**config.mk**
```make
export PLATFORM = sky130hd
export DESIGN_NAME = arp_engine
export DESIGN_NICKNAME = d
export VERILOG_FILES = /design/src/arp_pkg.sv /design/src/arp_msg_if.sv /design/src/arp_engine.sv /design/src/arp_table.sv /design/src/arp_tx.sv /design/src/arp_rx.sv
export SDC_FILE = /design/constraint.sdc
export NUM_CORES = 2
export LEC_CHECK = 0
export BUFFER_PORTS_ARGS = -buffer_cell sky130_fd_sc_hd__buf_4
export CAP_MARGIN = 20
export CORE_MARGIN = 4
export CORE_UTILIZATION = 55
export DETAILED_ROUTE_END_ITERATION = 12
export GPL_TIMING_DRIVEN = 0
export PLACE_DENSITY_LB_ADDON = 0.12
export SKIP_CTS_REPAIR_TIMING = 1
export SYNTH_ARGS = -nofsm -noshare
export SYNTH_HDL_FRONTEND = slang
export SYNTH_HIERARCHICAL = 1
export SYNTH_SLANG_ARGS = --single-unit
export TNS_END_PERCENT = 100
```
**constraint.sdc**
```tcl
create_clock -name clk -period 18 [get_ports clk]
set_input_delay 3.6 -clock clk [delete_from_list [all_inputs] [get_ports clk]]
set_output_delay 3.6 -clock clk [all_outputs]
set_load 0.01 [all_outputs]
```
**src/arp_pkg.sv**
```systemverilog
`default_nettype none

package arp_pkg;

  // field types
  typedef logic [47:0] mac_addr_t;
  typedef logic [31:0] ipv4_addr_t;
  typedef logic [15:0] arp_oper_t;
  typedef logic [7:0]  byte_t;
  typedef logic [2:0]  tbl_idx_t;  // log2 of ARP_TABLE_SIZE
  typedef logic [2:0]  credit_t;

  // arp operation codes
  localparam arp_oper_t ARP_OPER_REQUEST = 16'd1;
  localparam arp_oper_t ARP_OPER_REPLY   = 16'd2;

  // header constants
  localparam logic [15:0] ETHERTYPE_ARP  = 16'h0806;
  localparam logic [15:0] ARP_HTYPE_ETH  = 16'd1;
  localparam logic [15:0] ARP_PTYPE_IPV4 = 16'h0800;
  localparam byte_t       ARP_HLEN       = 8'd6;
  localparam byte_t       ARP_PLEN       = 8'd4;

  // 14 byte ethernet header plus 28 byte arp body, no padding or fcs
  localparam int ARP_FRAME_BYTES = 42;

  localparam int ARP_TABLE_SIZE = 8;

  localparam credit_t TX_CREDITS = 3'd4;  // credits held after reset

  localparam mac_addr_t MAC_BROADCAST = 48'hffff_ffff_ffff;

endpackage

`default_nettype wire
```
**src/arp_msg_if.sv**
```systemverilog
`default_nettype none

// one arp message, received or about to be sent
interface arp_msg_if import arp_pkg::*; ();

  logic       valid;      // single cycle strobe
  arp_oper_t  oper;
  mac_addr_t  peer_mac;   // on the send side this is the destination mac
  ipv4_addr_t peer_ip;
  ipv4_addr_t target_ip;

  modport src (
    output valid,
    output oper,
    output peer_mac,
    output peer_ip,
    output target_ip
  );

  modport dst (
    input valid,
    input oper,
    input peer_mac,
    input peer_ip,
    input target_ip
  );

endinterface

`default_nettype wire

```
**src/arp_engine.sv**
```systemverilog
`default_nettype none

module arp_engine import arp_pkg::*; (
  input  logic       clk,
  input  logic       reset,
  input  mac_addr_t  my_mac,
  input  ipv4_addr_t my_ip,
  input  byte_t      rx_data,
  input  logic       rx_valid,
  input  logic       rx_last,
  output byte_t      tx_data,
  output logic       tx_valid,
  output logic       tx_last,
  input  logic       tx_credit,
  input  logic       lookup_valid,
  input  ipv4_addr_t lookup_ip,
  output logic       lookup_done,
  output logic       lookup_hit,
  output mac_addr_t  lookup_mac
);

  arp_msg_if rx_msg ();
  arp_msg_if tx_msg ();

  logic       learn_valid;
  ipv4_addr_t learn_ip;
  mac_addr_t  learn_mac;
  logic       req_valid;
  ipv4_addr_t req_ip;
  logic       req_taken;
  logic       tx_busy;

  logic       for_me;
  logic       pend_valid;
  mac_addr_t  pend_mac;
  ipv4_addr_t pend_ip;
  logic       send_reply;

  arp_rx u_rx (
    .clk         (clk),
    .reset       (reset),
    .my_ip       (my_ip),
    .rx_data     (rx_data),
    .rx_valid    (rx_valid),
    .rx_last     (rx_last),
    .msg         (rx_msg.src),
    .learn_valid (learn_valid),
    .learn_ip    (learn_ip),
    .learn_mac   (learn_mac)
  );

  arp_table u_table (
    .clk          (clk),
    .reset        (reset),
    .learn_valid  (learn_valid),
    .learn_ip     (learn_ip),
    .learn_mac    (learn_mac),
    .lookup_valid (lookup_valid),
    .lookup_ip    (lookup_ip),
    .lookup_done  (lookup_done),
    .lookup_hit   (lookup_hit),
    .lookup_mac   (lookup_mac),
    .req_valid    (req_valid),
    .req_ip       (req_ip),
    .req_taken    (req_taken)
  );

  arp_tx u_tx (
    .clk       (clk),
    .reset     (reset),
    .my_mac    (my_mac),
    .my_ip     (my_ip),
    .msg       (tx_msg.dst),
    .tx_data   (tx_data),
    .tx_valid  (tx_valid),
    .tx_last   (tx_last),
    .tx_credit (tx_credit),
    .tx_busy   (tx_busy)
  );

  assign for_me = rx_msg.valid && (rx_msg.oper == ARP_OPER_REQUEST) &&
                  (rx_msg.target_ip == my_ip);

  // pending reply wins over a table request
  assign send_reply = pend_valid && !tx_busy;
  assign req_taken  = req_valid && !pend_valid && !tx_busy;

  always_ff @(posedge clk) begin
    if (reset) begin
      pend_valid   <= 1'b0;
      tx_msg.valid <= 1'b0;
    end else begin
      tx_msg.valid <= send_reply || req_taken;
      if (send_reply) pend_valid <= 1'b0;
      if (for_me && !pend_valid) pend_valid <= 1'b1;  // extra reply is dropped
    end
  end

  always_ff @(posedge clk) begin
    if (for_me && !pend_valid) begin
      pend_mac <= rx_msg.peer_mac;
      pend_ip  <= rx_msg.peer_ip;
    end
    if (send_reply) begin
      tx_msg.oper      <= ARP_OPER_REPLY;
      tx_msg.peer_mac  <= pend_mac;
      tx_msg.peer_ip   <= pend_ip;
      tx_msg.target_ip <= pend_ip;
    end else if (req_taken) begin
      tx_msg.oper      <= ARP_OPER_REQUEST;
      tx_msg.peer_mac  <= MAC_BROADCAST;
      tx_msg.peer_ip   <= req_ip;
      tx_msg.target_ip <= req_ip;
    end
  end

endmodule

`default_nettype wire

```
**src/arp_table.sv**
```systemverilog
`default_nettype none

module arp_table import arp_pkg::*; (
  input  logic       clk,
  input  logic       reset,
  input  logic       learn_valid,
  input  ipv4_addr_t learn_ip,
  input  mac_addr_t  learn_mac,
  input  logic       lookup_valid,
  input  ipv4_addr_t lookup_ip,
  output logic       lookup_done,
  output logic       lookup_hit,
  output mac_addr_t  lookup_mac,
  output logic       req_valid,
  output ipv4_addr_t req_ip,
  input  logic       req_taken
);

  logic [ARP_TABLE_SIZE-1:0] ent_valid;
  ipv4_addr_t                ent_ip  [ARP_TABLE_SIZE];
  mac_addr_t                 ent_mac [ARP_TABLE_SIZE];
  tbl_idx_t                  rr_ptr;

  logic                      lrn_v;
  ipv4_addr_t                lrn_ip;
  mac_addr_t                 lrn_mac;
  logic [ARP_TABLE_SIZE-1:0] lrn_match;
  tbl_idx_t                  wr_idx;

  logic [ARP_TABLE_SIZE-1:0] lk_cmp;
  logic [ARP_TABLE_SIZE-1:0] lk_match;  // stage 1 result
  logic                      lk_v;
  ipv4_addr_t                lk_ip;

  function automatic tbl_idx_t first_set(logic [ARP_TABLE_SIZE-1:0] vec);
    tbl_idx_t idx;
    idx = '0;
    for (int i = ARP_TABLE_SIZE - 1; i >= 0; i--) begin
      if (vec[i]) idx = tbl_idx_t'(i);
    end
    return idx;
  endfunction

  always_comb begin
    for (int i = 0; i < ARP_TABLE_SIZE; i++) begin
      lrn_match[i] = ent_valid[i] && (ent_ip[i] == lrn_ip);
      lk_cmp[i]    = ent_valid[i] && (ent_ip[i] == lookup_ip);
    end
  end

  // existing ip is overwritten in place, otherwise round robin victim
  assign wr_idx = (|lrn_match) ? first_set(lrn_match) : rr_ptr;

  always_ff @(posedge clk) begin
    if (reset) begin
      lrn_v       <= 1'b0;
      ent_valid   <= '0;
      rr_ptr      <= '0;
      lk_v        <= 1'b0;
      lookup_done <= 1'b0;
      lookup_hit  <= 1'b0;
      req_valid   <= 1'b0;
    end else begin
      lrn_v <= learn_valid;
      if (lrn_v) begin
        ent_valid[wr_idx] <= 1'b1;
        if (!(|lrn_match)) rr_ptr <= rr_ptr + 3'd1;
      end

      lk_v        <= lookup_valid;
      lookup_done <= lk_v;
      lookup_hit  <= lk_v && (|lk_match);

      if (req_taken) req_valid <= 1'b0;
      if (lk_v && !(|lk_match) && !req_valid) req_valid <= 1'b1;  // one pending at most
    end
  end

  always_ff @(posedge clk) begin
    if (learn_valid) begin
      lrn_ip  <= learn_ip;
      lrn_mac <= learn_mac;
    end
    if (lrn_v) begin
      ent_ip[wr_idx]  <= lrn_ip;
      ent_mac[wr_idx] <= lrn_mac;
    end
    lk_match   <= lk_cmp;
    lk_ip      <= lookup_ip;
    lookup_mac <= ent_mac[first_set(lk_match)];
    if (lk_v && !(|lk_match) && !req_valid) req_ip <= lk_ip;
  end

endmodule

`default_nettype wire

```
**src/arp_tx.sv**
```systemverilog
`default_nettype none

module arp_tx import arp_pkg::*; (
  input  logic       clk,
  input  logic       reset,
  input  mac_addr_t  my_mac,
  input  ipv4_addr_t my_ip,
  arp_msg_if.dst     msg,
  output byte_t      tx_data,
  output logic       tx_valid,
  output logic       tx_last,
  input  logic       tx_credit,
  output logic       tx_busy
);

  typedef enum logic {
    TX_IDLE,
    TX_SEND
  } tx_state_t;

  tx_state_t  state;
  logic [5:0] idx;      // byte index within the frame
  credit_t    credits;
  arp_oper_t  oper_q;
  mac_addr_t  dst_mac_q;
  mac_addr_t  tha_q;
  ipv4_addr_t tpa_q;
  logic [ARP_FRAME_BYTES*8-1:0] frame;

  assign frame = {
    dst_mac_q,
    my_mac,
    ETHERTYPE_ARP,
    ARP_HTYPE_ETH,
    ARP_PTYPE_IPV4,
    ARP_HLEN,
    ARP_PLEN,
    oper_q,
    my_mac,          // sender hw address
    my_ip,           // sender protocol address
    tha_q,
    tpa_q
  };

  assign tx_data  = frame[8 * (ARP_FRAME_BYTES - 1 - int'(idx)) +: 8];
  assign tx_valid = (state == TX_SEND) && (credits != '0);
  assign tx_last  = tx_valid && (idx == 6'(ARP_FRAME_BYTES - 1));
  assign tx_busy  = (state == TX_SEND) || msg.valid;

  always_ff @(posedge clk) begin
    if (reset) begin
      state <= TX_IDLE;
      idx   <= '0;
    end else begin
      case (state)
        TX_IDLE: begin
          if (msg.valid) begin
            state <= TX_SEND;
            idx   <= '0;
          end
        end
        TX_SEND: begin
          if (tx_valid) begin
            idx <= idx + 6'd1;
            if (tx_last) state <= TX_IDLE;
          end
        end
        default: state <= TX_IDLE;
      endcase
    end
  end

  // one credit per byte, returned by tx_credit pulses
  always_ff @(posedge clk) begin
    if (reset) begin
      credits <= TX_CREDITS;
    end else begin
      case ({tx_valid, tx_credit})
        2'b10: credits <= credits - 3'd1;
        2'b01: if (credits != TX_CREDITS) credits <= credits + 3'd1;
        default: credits <= credits;  // spend and return cancel out
      endcase
    end
  end

  always_ff @(posedge clk) begin
    if (state == TX_IDLE && msg.valid) begin
      oper_q    <= msg.oper;
      dst_mac_q <= msg.peer_mac;
      tha_q     <= (msg.oper == ARP_OPER_REQUEST) ? '0 : msg.peer_mac;
      tpa_q     <= msg.target_ip;
    end
  end

endmodule

`default_nettype wire

```
**src/arp_rx.sv**
```systemverilog
`default_nettype none

module arp_rx import arp_pkg::*; (
  input  logic       clk,
  input  logic       reset,
  input  ipv4_addr_t my_ip,
  input  byte_t      rx_data,
  input  logic       rx_valid,
  input  logic       rx_last,
  arp_msg_if.src     msg,
  output logic       learn_valid,
  output ipv4_addr_t learn_ip,
  output mac_addr_t  learn_mac
);

  logic [5:0] cnt;        // offset of the byte on rx_data
  logic       err;        // sticky until rx_last
  logic       byte_bad;
  logic       frame_ok;
  logic       msg_valid;
  arp_oper_t  oper;
  mac_addr_t  sha;
  ipv4_addr_t spa;
  ipv4_addr_t tpa;

  // fixed header bytes
  always_comb begin
    case (cnt)
      6'd12:   byte_bad = rx_data != ETHERTYPE_ARP[15:8];
      6'd13:   byte_bad = rx_data != ETHERTYPE_ARP[7:0];
      6'd14:   byte_bad = rx_data != ARP_HTYPE_ETH[15:8];
      6'd15:   byte_bad = rx_data != ARP_HTYPE_ETH[7:0];
      6'd16:   byte_bad = rx_data != ARP_PTYPE_IPV4[15:8];
      6'd17:   byte_bad = rx_data != ARP_PTYPE_IPV4[7:0];
      6'd18:   byte_bad = rx_data != ARP_HLEN;
      6'd19:   byte_bad = rx_data != ARP_PLEN;
      default: byte_bad = 1'b0;
    endcase
  end

  // evaluated on the beat carrying rx_last
  assign frame_ok = !err && !byte_bad &&
                    (cnt == 6'(ARP_FRAME_BYTES - 1)) &&
                    (oper == ARP_OPER_REQUEST || oper == ARP_OPER_REPLY);

  always_ff @(posedge clk) begin
    if (reset) begin
      cnt         <= '0;
      err         <= 1'b0;
      msg_valid   <= 1'b0;
      learn_valid <= 1'b0;
    end else begin
      msg_valid   <= 1'b0;
      learn_valid <= 1'b0;
      if (rx_valid) begin
        if (rx_last) begin
          cnt         <= '0;
          err         <= 1'b0;
          msg_valid   <= frame_ok;
          learn_valid <= frame_ok && (spa != my_ip);  // never learn our own ip
        end else begin
          cnt <= cnt + 6'd1;
          // a byte past offset 41 means the frame is too long
          err <= err | byte_bad | (cnt == 6'(ARP_FRAME_BYTES - 1));
        end
      end
    end
  end

  // field capture, network byte order
  always_ff @(posedge clk) begin
    if (rx_valid) begin
      if (cnt inside {[6'd20:6'd21]}) oper <= {oper[7:0], rx_data};
      if (cnt inside {[6'd22:6'd27]}) sha <= {sha[39:0], rx_data};
      if (cnt inside {[6'd28:6'd31]}) spa <= {spa[23:0], rx_data};
      if (cnt inside {[6'd38:6'd41]}) tpa <= {tpa[23:0], rx_data};
    end
  end

  assign msg.valid     = msg_valid;
  assign msg.oper      = oper;
  assign msg.peer_mac  = sha;
  assign msg.peer_ip   = spa;
  assign msg.target_ip = tpa;

  assign learn_ip  = spa;
  assign learn_mac = sha;

endmodule

`default_nettype wire

```
Word-level counts from Yosys, hierarchy flattened
Memories as Yosys holds them, arrays and structs flattened. A register that Yosys moved wholly into a read port is not among the register bits.
Index checks and enable logic that the tools add are counted.
W data, S select, Z words.

cells by class
  mux-type cells = 41
  $add $sub $neg = 6
  bitwise logic cells = 7
  eq/ne operators = 41
  reductions and logical operators = 65
  shift operators = 1
  order comparisons = 10

operators by type and width
  operator               count
  $eq A32 B32 Y1         17
  $shiftx A336 B32 Y8    1
  $mux W48               2
  $mux W32               2
  $mux W3                18
  $logic_and A1 B1 Y1    37
  $ne A32 B32 Y1         1
  $eq A6 B4 Y1 const B   4
  $eq A6 B5 Y1 const B   4
  $ge A6 B5 Y1 const B   3
  $le A6 B5 Y1 const B   3
  $mux W6                3
  $eq A16 B1 Y1 const B  1
  $eq A16 B2 Y1 const B  1
  $ne A8 B3 Y1 const B   2
  $reduce_or A8 Y1       2
  $reduce_and A2 Y1      7
  $add A6 B1 Y6 const B  2
  $eq A6 B6 Y1 const B   2
  $pmux W6 S2            1
  $mux W1                11
  $ne A8 B1 Y1 const B   1
  $ne A8 B4 Y1 const B   1
  $or A8 B8 Y8           1
  25 further kinds       44

storage, ports and cells
  output and inout bits = 60
  register bits = 609
  bits in writable memories = 640
  input port bits = 126
  logic and storage cells = 207
  memories kept = 2

memories
  name             depth  width  read ports  clocked after Yosys merged registers in  write ports  RTL line         text
  u_table.ent_mac  8      48     1           1                                        1            arp_table.sv:21  mac_addr_t ent_mac [ARP_TABLE_SIZE];
  u_table.ent_ip   8      32     8           0                                        1            arp_table.sv:20  ipv4_addr_t ent_ip [ARP_TABLE_SIZE];

Logic depth before layout (Yosys ltp)
An unclocked memory read counts as a cell.

  word-level depth = 17
  depth in mapped cells = 11
  depth with buffers taken out = 9

Hierarchy
The synthesis kept the hierarchy.

modules (own cells, without submodules)
  module      instances  sequential area each (um^2)  cells an instance  area an instance (um^2)
  arp_table   1          24663.7                      1987               34677.0
  arp_tx      1          4524.3                       549                7706.1
  arp_engine  1          4884.7                       318                6062.1
  arp_rx      1          4023.9                       349                5546.6

Least setup slack after synthesis
Ideal clock, no wire load.

  path type = register to register
  start point = reg u_table.lrn_ip[8]
  end point = mem u_table/ent_ip[3][0] in the netlist's numbering (enable)
  data required time = 17.384 ns
  buffers on the path = 2
  cell stages (with the launch flop) = 11
  clock period less this slack = 8.295 ns
  library setup time = 0.616 ns
  arrival time = 7.679 ns
  slack = 9.705 ns
  cell sequence = edfxtp_1 -> buf_6 -> xor2_1 -> nor4_1 -> nand4_1 -> or4_1 -> o32ai_1 -> a31oi_1 -> o21ba_1 -> buf_6 -> nor3_1

between the ends
  cells in the longest elaborated chain, start to end = 11
  elaborated cells between the ends (all ways) = 26
  classes of those cells = eq/ne: 8; mux: 9; reduce/logical: 9

RTL lines
  item                    RTL line         text
  from (decl)             arp_table.sv:25  ipv4_addr_t lrn_ip;
  from (signal assigned)  arp_table.sv:81  lrn_ip <= learn_ip;
  $eq A32 B32 Y1          arp_table.sv:46  lrn_match[i] = ent_valid[i] && (ent_ip[i] == lrn_ip);
  $logic_and A1 B1 Y1     arp_table.sv:46
  $mux W3 (8 in series)   arp_table.sv:39  if (vec[i]) idx = tbl_idx_t'(i);
  $mux W3 *               arp_table.sv:52  assign wr_idx = (|lrn_match) ? first_set(lrn_match) : rr_ptr;
  to (decl)               arp_table.sv:20

Mark *: on every way between the ends. The rest lies on a longest branch, timed or not.

Worst setup path in the final report
  start point = in my_mac[18]
  end point = out tx_data[2]

between the ends
  cells in the longest elaborated chain, start to end = 1

RTL lines
  item                 RTL line          text
  from (decl)          arp_engine.sv:6   input mac_addr_t my_mac,
  $shiftx A336 B32 Y8  arp_tx.sv:45      assign tx_data = frame[8 * (ARP_FRAME_BYTES - 1 - int'(idx)) +: 8];
  to (decl)            arp_engine.sv:11  output byte_t tx_data,

Every way passes these cells.

==> flow_summary.toml <==
[grt]
grt_usage_pct = 33.02
antenna_found_initial = 14
grt_pass1_wl_mm = 235.7
grt_use_met3_pct = 8.966
overflow = 0
grt_pass1_vias = 30710
use_met2_pct = 48.51
grt_start_max_net_pins = 75
grt_busiest_layer = "met2"
use_met1_pct = 47.23

[routing]
drc_errors = 0
num_vias = 31350
drt-total-wl_mm = 170.5
drt_iter0_drc = 4469
wire_per_inst_um = 34.07
drt-pass1-iter-count = 6
via_per_inst = 6.264
final_antenna_net_count = 0

[logic_synthesis]
synth_fa_ha_area_share_pct = 0.2456
synth_top_area_cell = "edfxtp_1"
synthSimpleGateAreaFrac_pct = 6.802
yosysTopAreaCellShare_pct = 65.85
yosysSeqAreaShare_pct = 70.56
synth_xor_area_share_pct = 9.520
yosysWarnings = 6
synth.distinct_cells = 98
muxShareOfSynthArea_pct = 7.884
synth_top_family_by_area = "XOR/XNOR gates"
postSynthCellCount = 3203
synthFlopType = "edfxtp_1"
synth_compound_area_share_pct = 2.188
synth-seq-cells = 1311
syn_area_per_cell_um2 = 16.86
synth_area_um2 = 53990
yosys-top-cells-area = "edfxtp_1 66%, xnor2_1 6.1%, mux4_2 4.8%"
async_flop_share_pct = 0
synth_edf_count = 1184

[critical_path]
reg2reg_from = "u_table/lrn_ip[0]"
cp.required_ps = 14400
worst-r2r-setup-slack_ps = 12060
rr_endpoint = "u_table/ent_mac[2][41]"
crit_type = "in2out"
cp_max_fo = 2
crit_start = "my_mac[18]"
r2r_cells = 13
max_stage_delay_ps = 460
crit_path_start_kind = "primary input"
critical_path_depth = 6
path_delay_family = "compound AO/OA/AOI/OAI gates"
crit_path_cell_trace = "buf_4 > mux2i_1 > o221ai_1 > o211ai_1 > o31ai_1 > buf_4"
worstPathArrival_ps = 4970
critPathBufInv = 2
crit_slowest_cell = "o211ai_1"
endpoint = "tx_data[2]"
path_common_cell = "buf_4"
endpoint_kind = "output port"

[clock_network]
cts_buffers = 134
clock_sinks = 1311
clk_pin_slew_ps = 60
clock_latency_ps = 760
clock_path_buffers = 3
ctsRootBufferMaster = "clkbuf_16"
cts_tree = "done"
cts_max_level = 4

[final_layout]
drive_gt1_share_pct = 22.17
fin_nets = 3755
syn_to_final_growth_pct = 16.20
final_util_pct = 64.68

[timing]
period_share_pct = 47.64
rsz0062_at_grt = "false"
maxSlewViolCount = 0
hold_viol_final = 0
setup_viol = 0
totalNegativeSetupSlack_ps = 0
layout_min_cycle_time_ps = 8574
skew_ps = 31.54
max_slew_margin_pct = 12.00
whs_ps = 400.7
setup_slack_ps = 9426
worst_slew_pin_slew_ps = 1320
fmax_ghz = 0.1166

[power_and_ir_drop]
powerDensity_nw_per_um2 = 100.6
power.leakage_nw = 20.22
irDropWorstVdd_v = 0.00009862
fin_total_pwr_w = 0.006310

[placed_design]
place_ws_ps = 9479
gp_congestion = 0.9614
io_buffers = 184
dp.final_hpwl_mm = 117.6

[floorplanning]
start_util_pct = 55.67
dieHeight_um = 321.3
rows = 114
core_area_um2 = 96990
die_area_um2 = 103200
die_w_um = 321.3
ios = 186

[flow_run]
drv_cap = 0

[run_status]
outcome = "complete, no violations"

[worst_hold_path]
min_path_type = "reg2reg"
-- cells by family (layout without fill, tap and decap cells) --
family,Yosys count,count (layout)
mux,270,270
buf+inv,245,740
other cells,1,32
fa+ha+maj,10,10
xor+xnor,586,586
simple gates,625,625
flops,1311,1311
compound gates,155,155
-- area by class of cell --
class / count / area [um2]
Buffer: 224 / 1438
Tap cell: 1276 / 1597
Timing Repair Buffer: 253 / 2496
Clock buffer: 170 / 3581
Sequential cell: 1311 / 38100
Fill cell: 6862 / 34250
Clock inverter: 72 / 864.6
Multi-Input combinational cell: 1674 / 14570
Antenna cell: 4 / 10.01
Inverter: 21 / 81.33
-- through the flow --
stage	area (um2)	cells
floorplan	54090	3230
global placement	57070	4690
CTS	62680	4997
detailed placement	58240	4755
global route	62730	5001
finish	62740	5005
-- Yosys cell counts, types with 48 or more instances --
cell type and number:
and2_1 50, buf_4 93, clkbuf_1 62, dfxtp_1 127
edfxtp_1 1184, mux2_2 50, mux2i_1 72, mux4_2 116
nand2_1 54, nand2b_1 71, nand3_1 48, nand4_1 117
nor2_1 55, nor4_1 114, xnor2_1 374, xor2_1 211
-- worst min-delay path by stage --
| stage | start | endpoint | depth (start not counted) |
|---|---|---|---|
| CTS | tx_msg.target_ip[5] | u_tx/tpa_q[5] | 0 |
| detailed placement | u_table/lk_ip[15] | u_table/req_ip[15] | 0 |
| floorplan | u_table/lk_ip[0] | u_table/req_ip[0] | 0 |
| global placement | u_table/lk_ip[23] | u_table/req_ip[23] | 0 |
| finish | tx_msg.target_ip[5] | u_tx/tpa_q[5] | 0 |
| global route | u_table/lk_ip[2] | u_table/req_ip[2] | 0 |
-- routing by layer --
layer,wire length (um),share of wire [%]
met5,31,0.018
met4,7822,4.6
met3,19000,11
met2,75470,44
met1,68200,40
-- state kept, by name (all words and copies together), names as in the netlist, 48 cells and up --
register / flops
pend_mac: 48
u_table/lrn_mac: 48
u_rx/learn_mac: 48
u_table/ent_mac: 384
u_table/lookup_mac: 48
u_tx/dst_mac_q: 48
u_tx/tha_q: 48
u_table/ent_ip: 256
tx_msg.peer_mac: 48
-- cell usage in the layout (no fill, tap or decap), types with 8 or more instances in the layout --
cell type	synthesis	final
buf_12	1	16
o211ai_1	11	11
nand2_1	54	54
nor3_1	40	38
o21ai_0	27	27
bufinv_16	0	13
clkbuf_1	62	87
xor2_1	211	211
nor4_1	114	113
clkinv_2	0	24
nor2_1	55	49
dfxtp_1	127	126
buf_6	24	43
conb_1	1	28
buf_16	0	9
o221ai_1	9	9
and2_1	50	50
mux4_2	116	116
inv_1	17	16
mux2i_1	72	72
nand3_1	48	48
or4_1	8	8
buf_4	93	278
clkinv_1	1	16
mux2_2	50	50
buf_1	9	9
nor2b_1	11	11
clkbuf_16	0	136
nand2b_1	71	71
buf_2	35	38
xnor2_1	374	374
a21oi_1	24	23
o22ai_1	8	8
buf_8	0	22
ha_1	9	9
edfxtp_1	1184	1184
nand4_1	117	117
mux2_1	32	32
nand4b_1	8	8
-- power by group --
part           total (W)  leakage, nW  internal (W)  switching, W
Sequential       0.00331         11.5       0.00330    0.00000966
Combinational   0.000203         6.55     0.0000789      0.000124
Clock            0.00280         2.16       0.00161       0.00118
(Power assumes the default switching activity.)
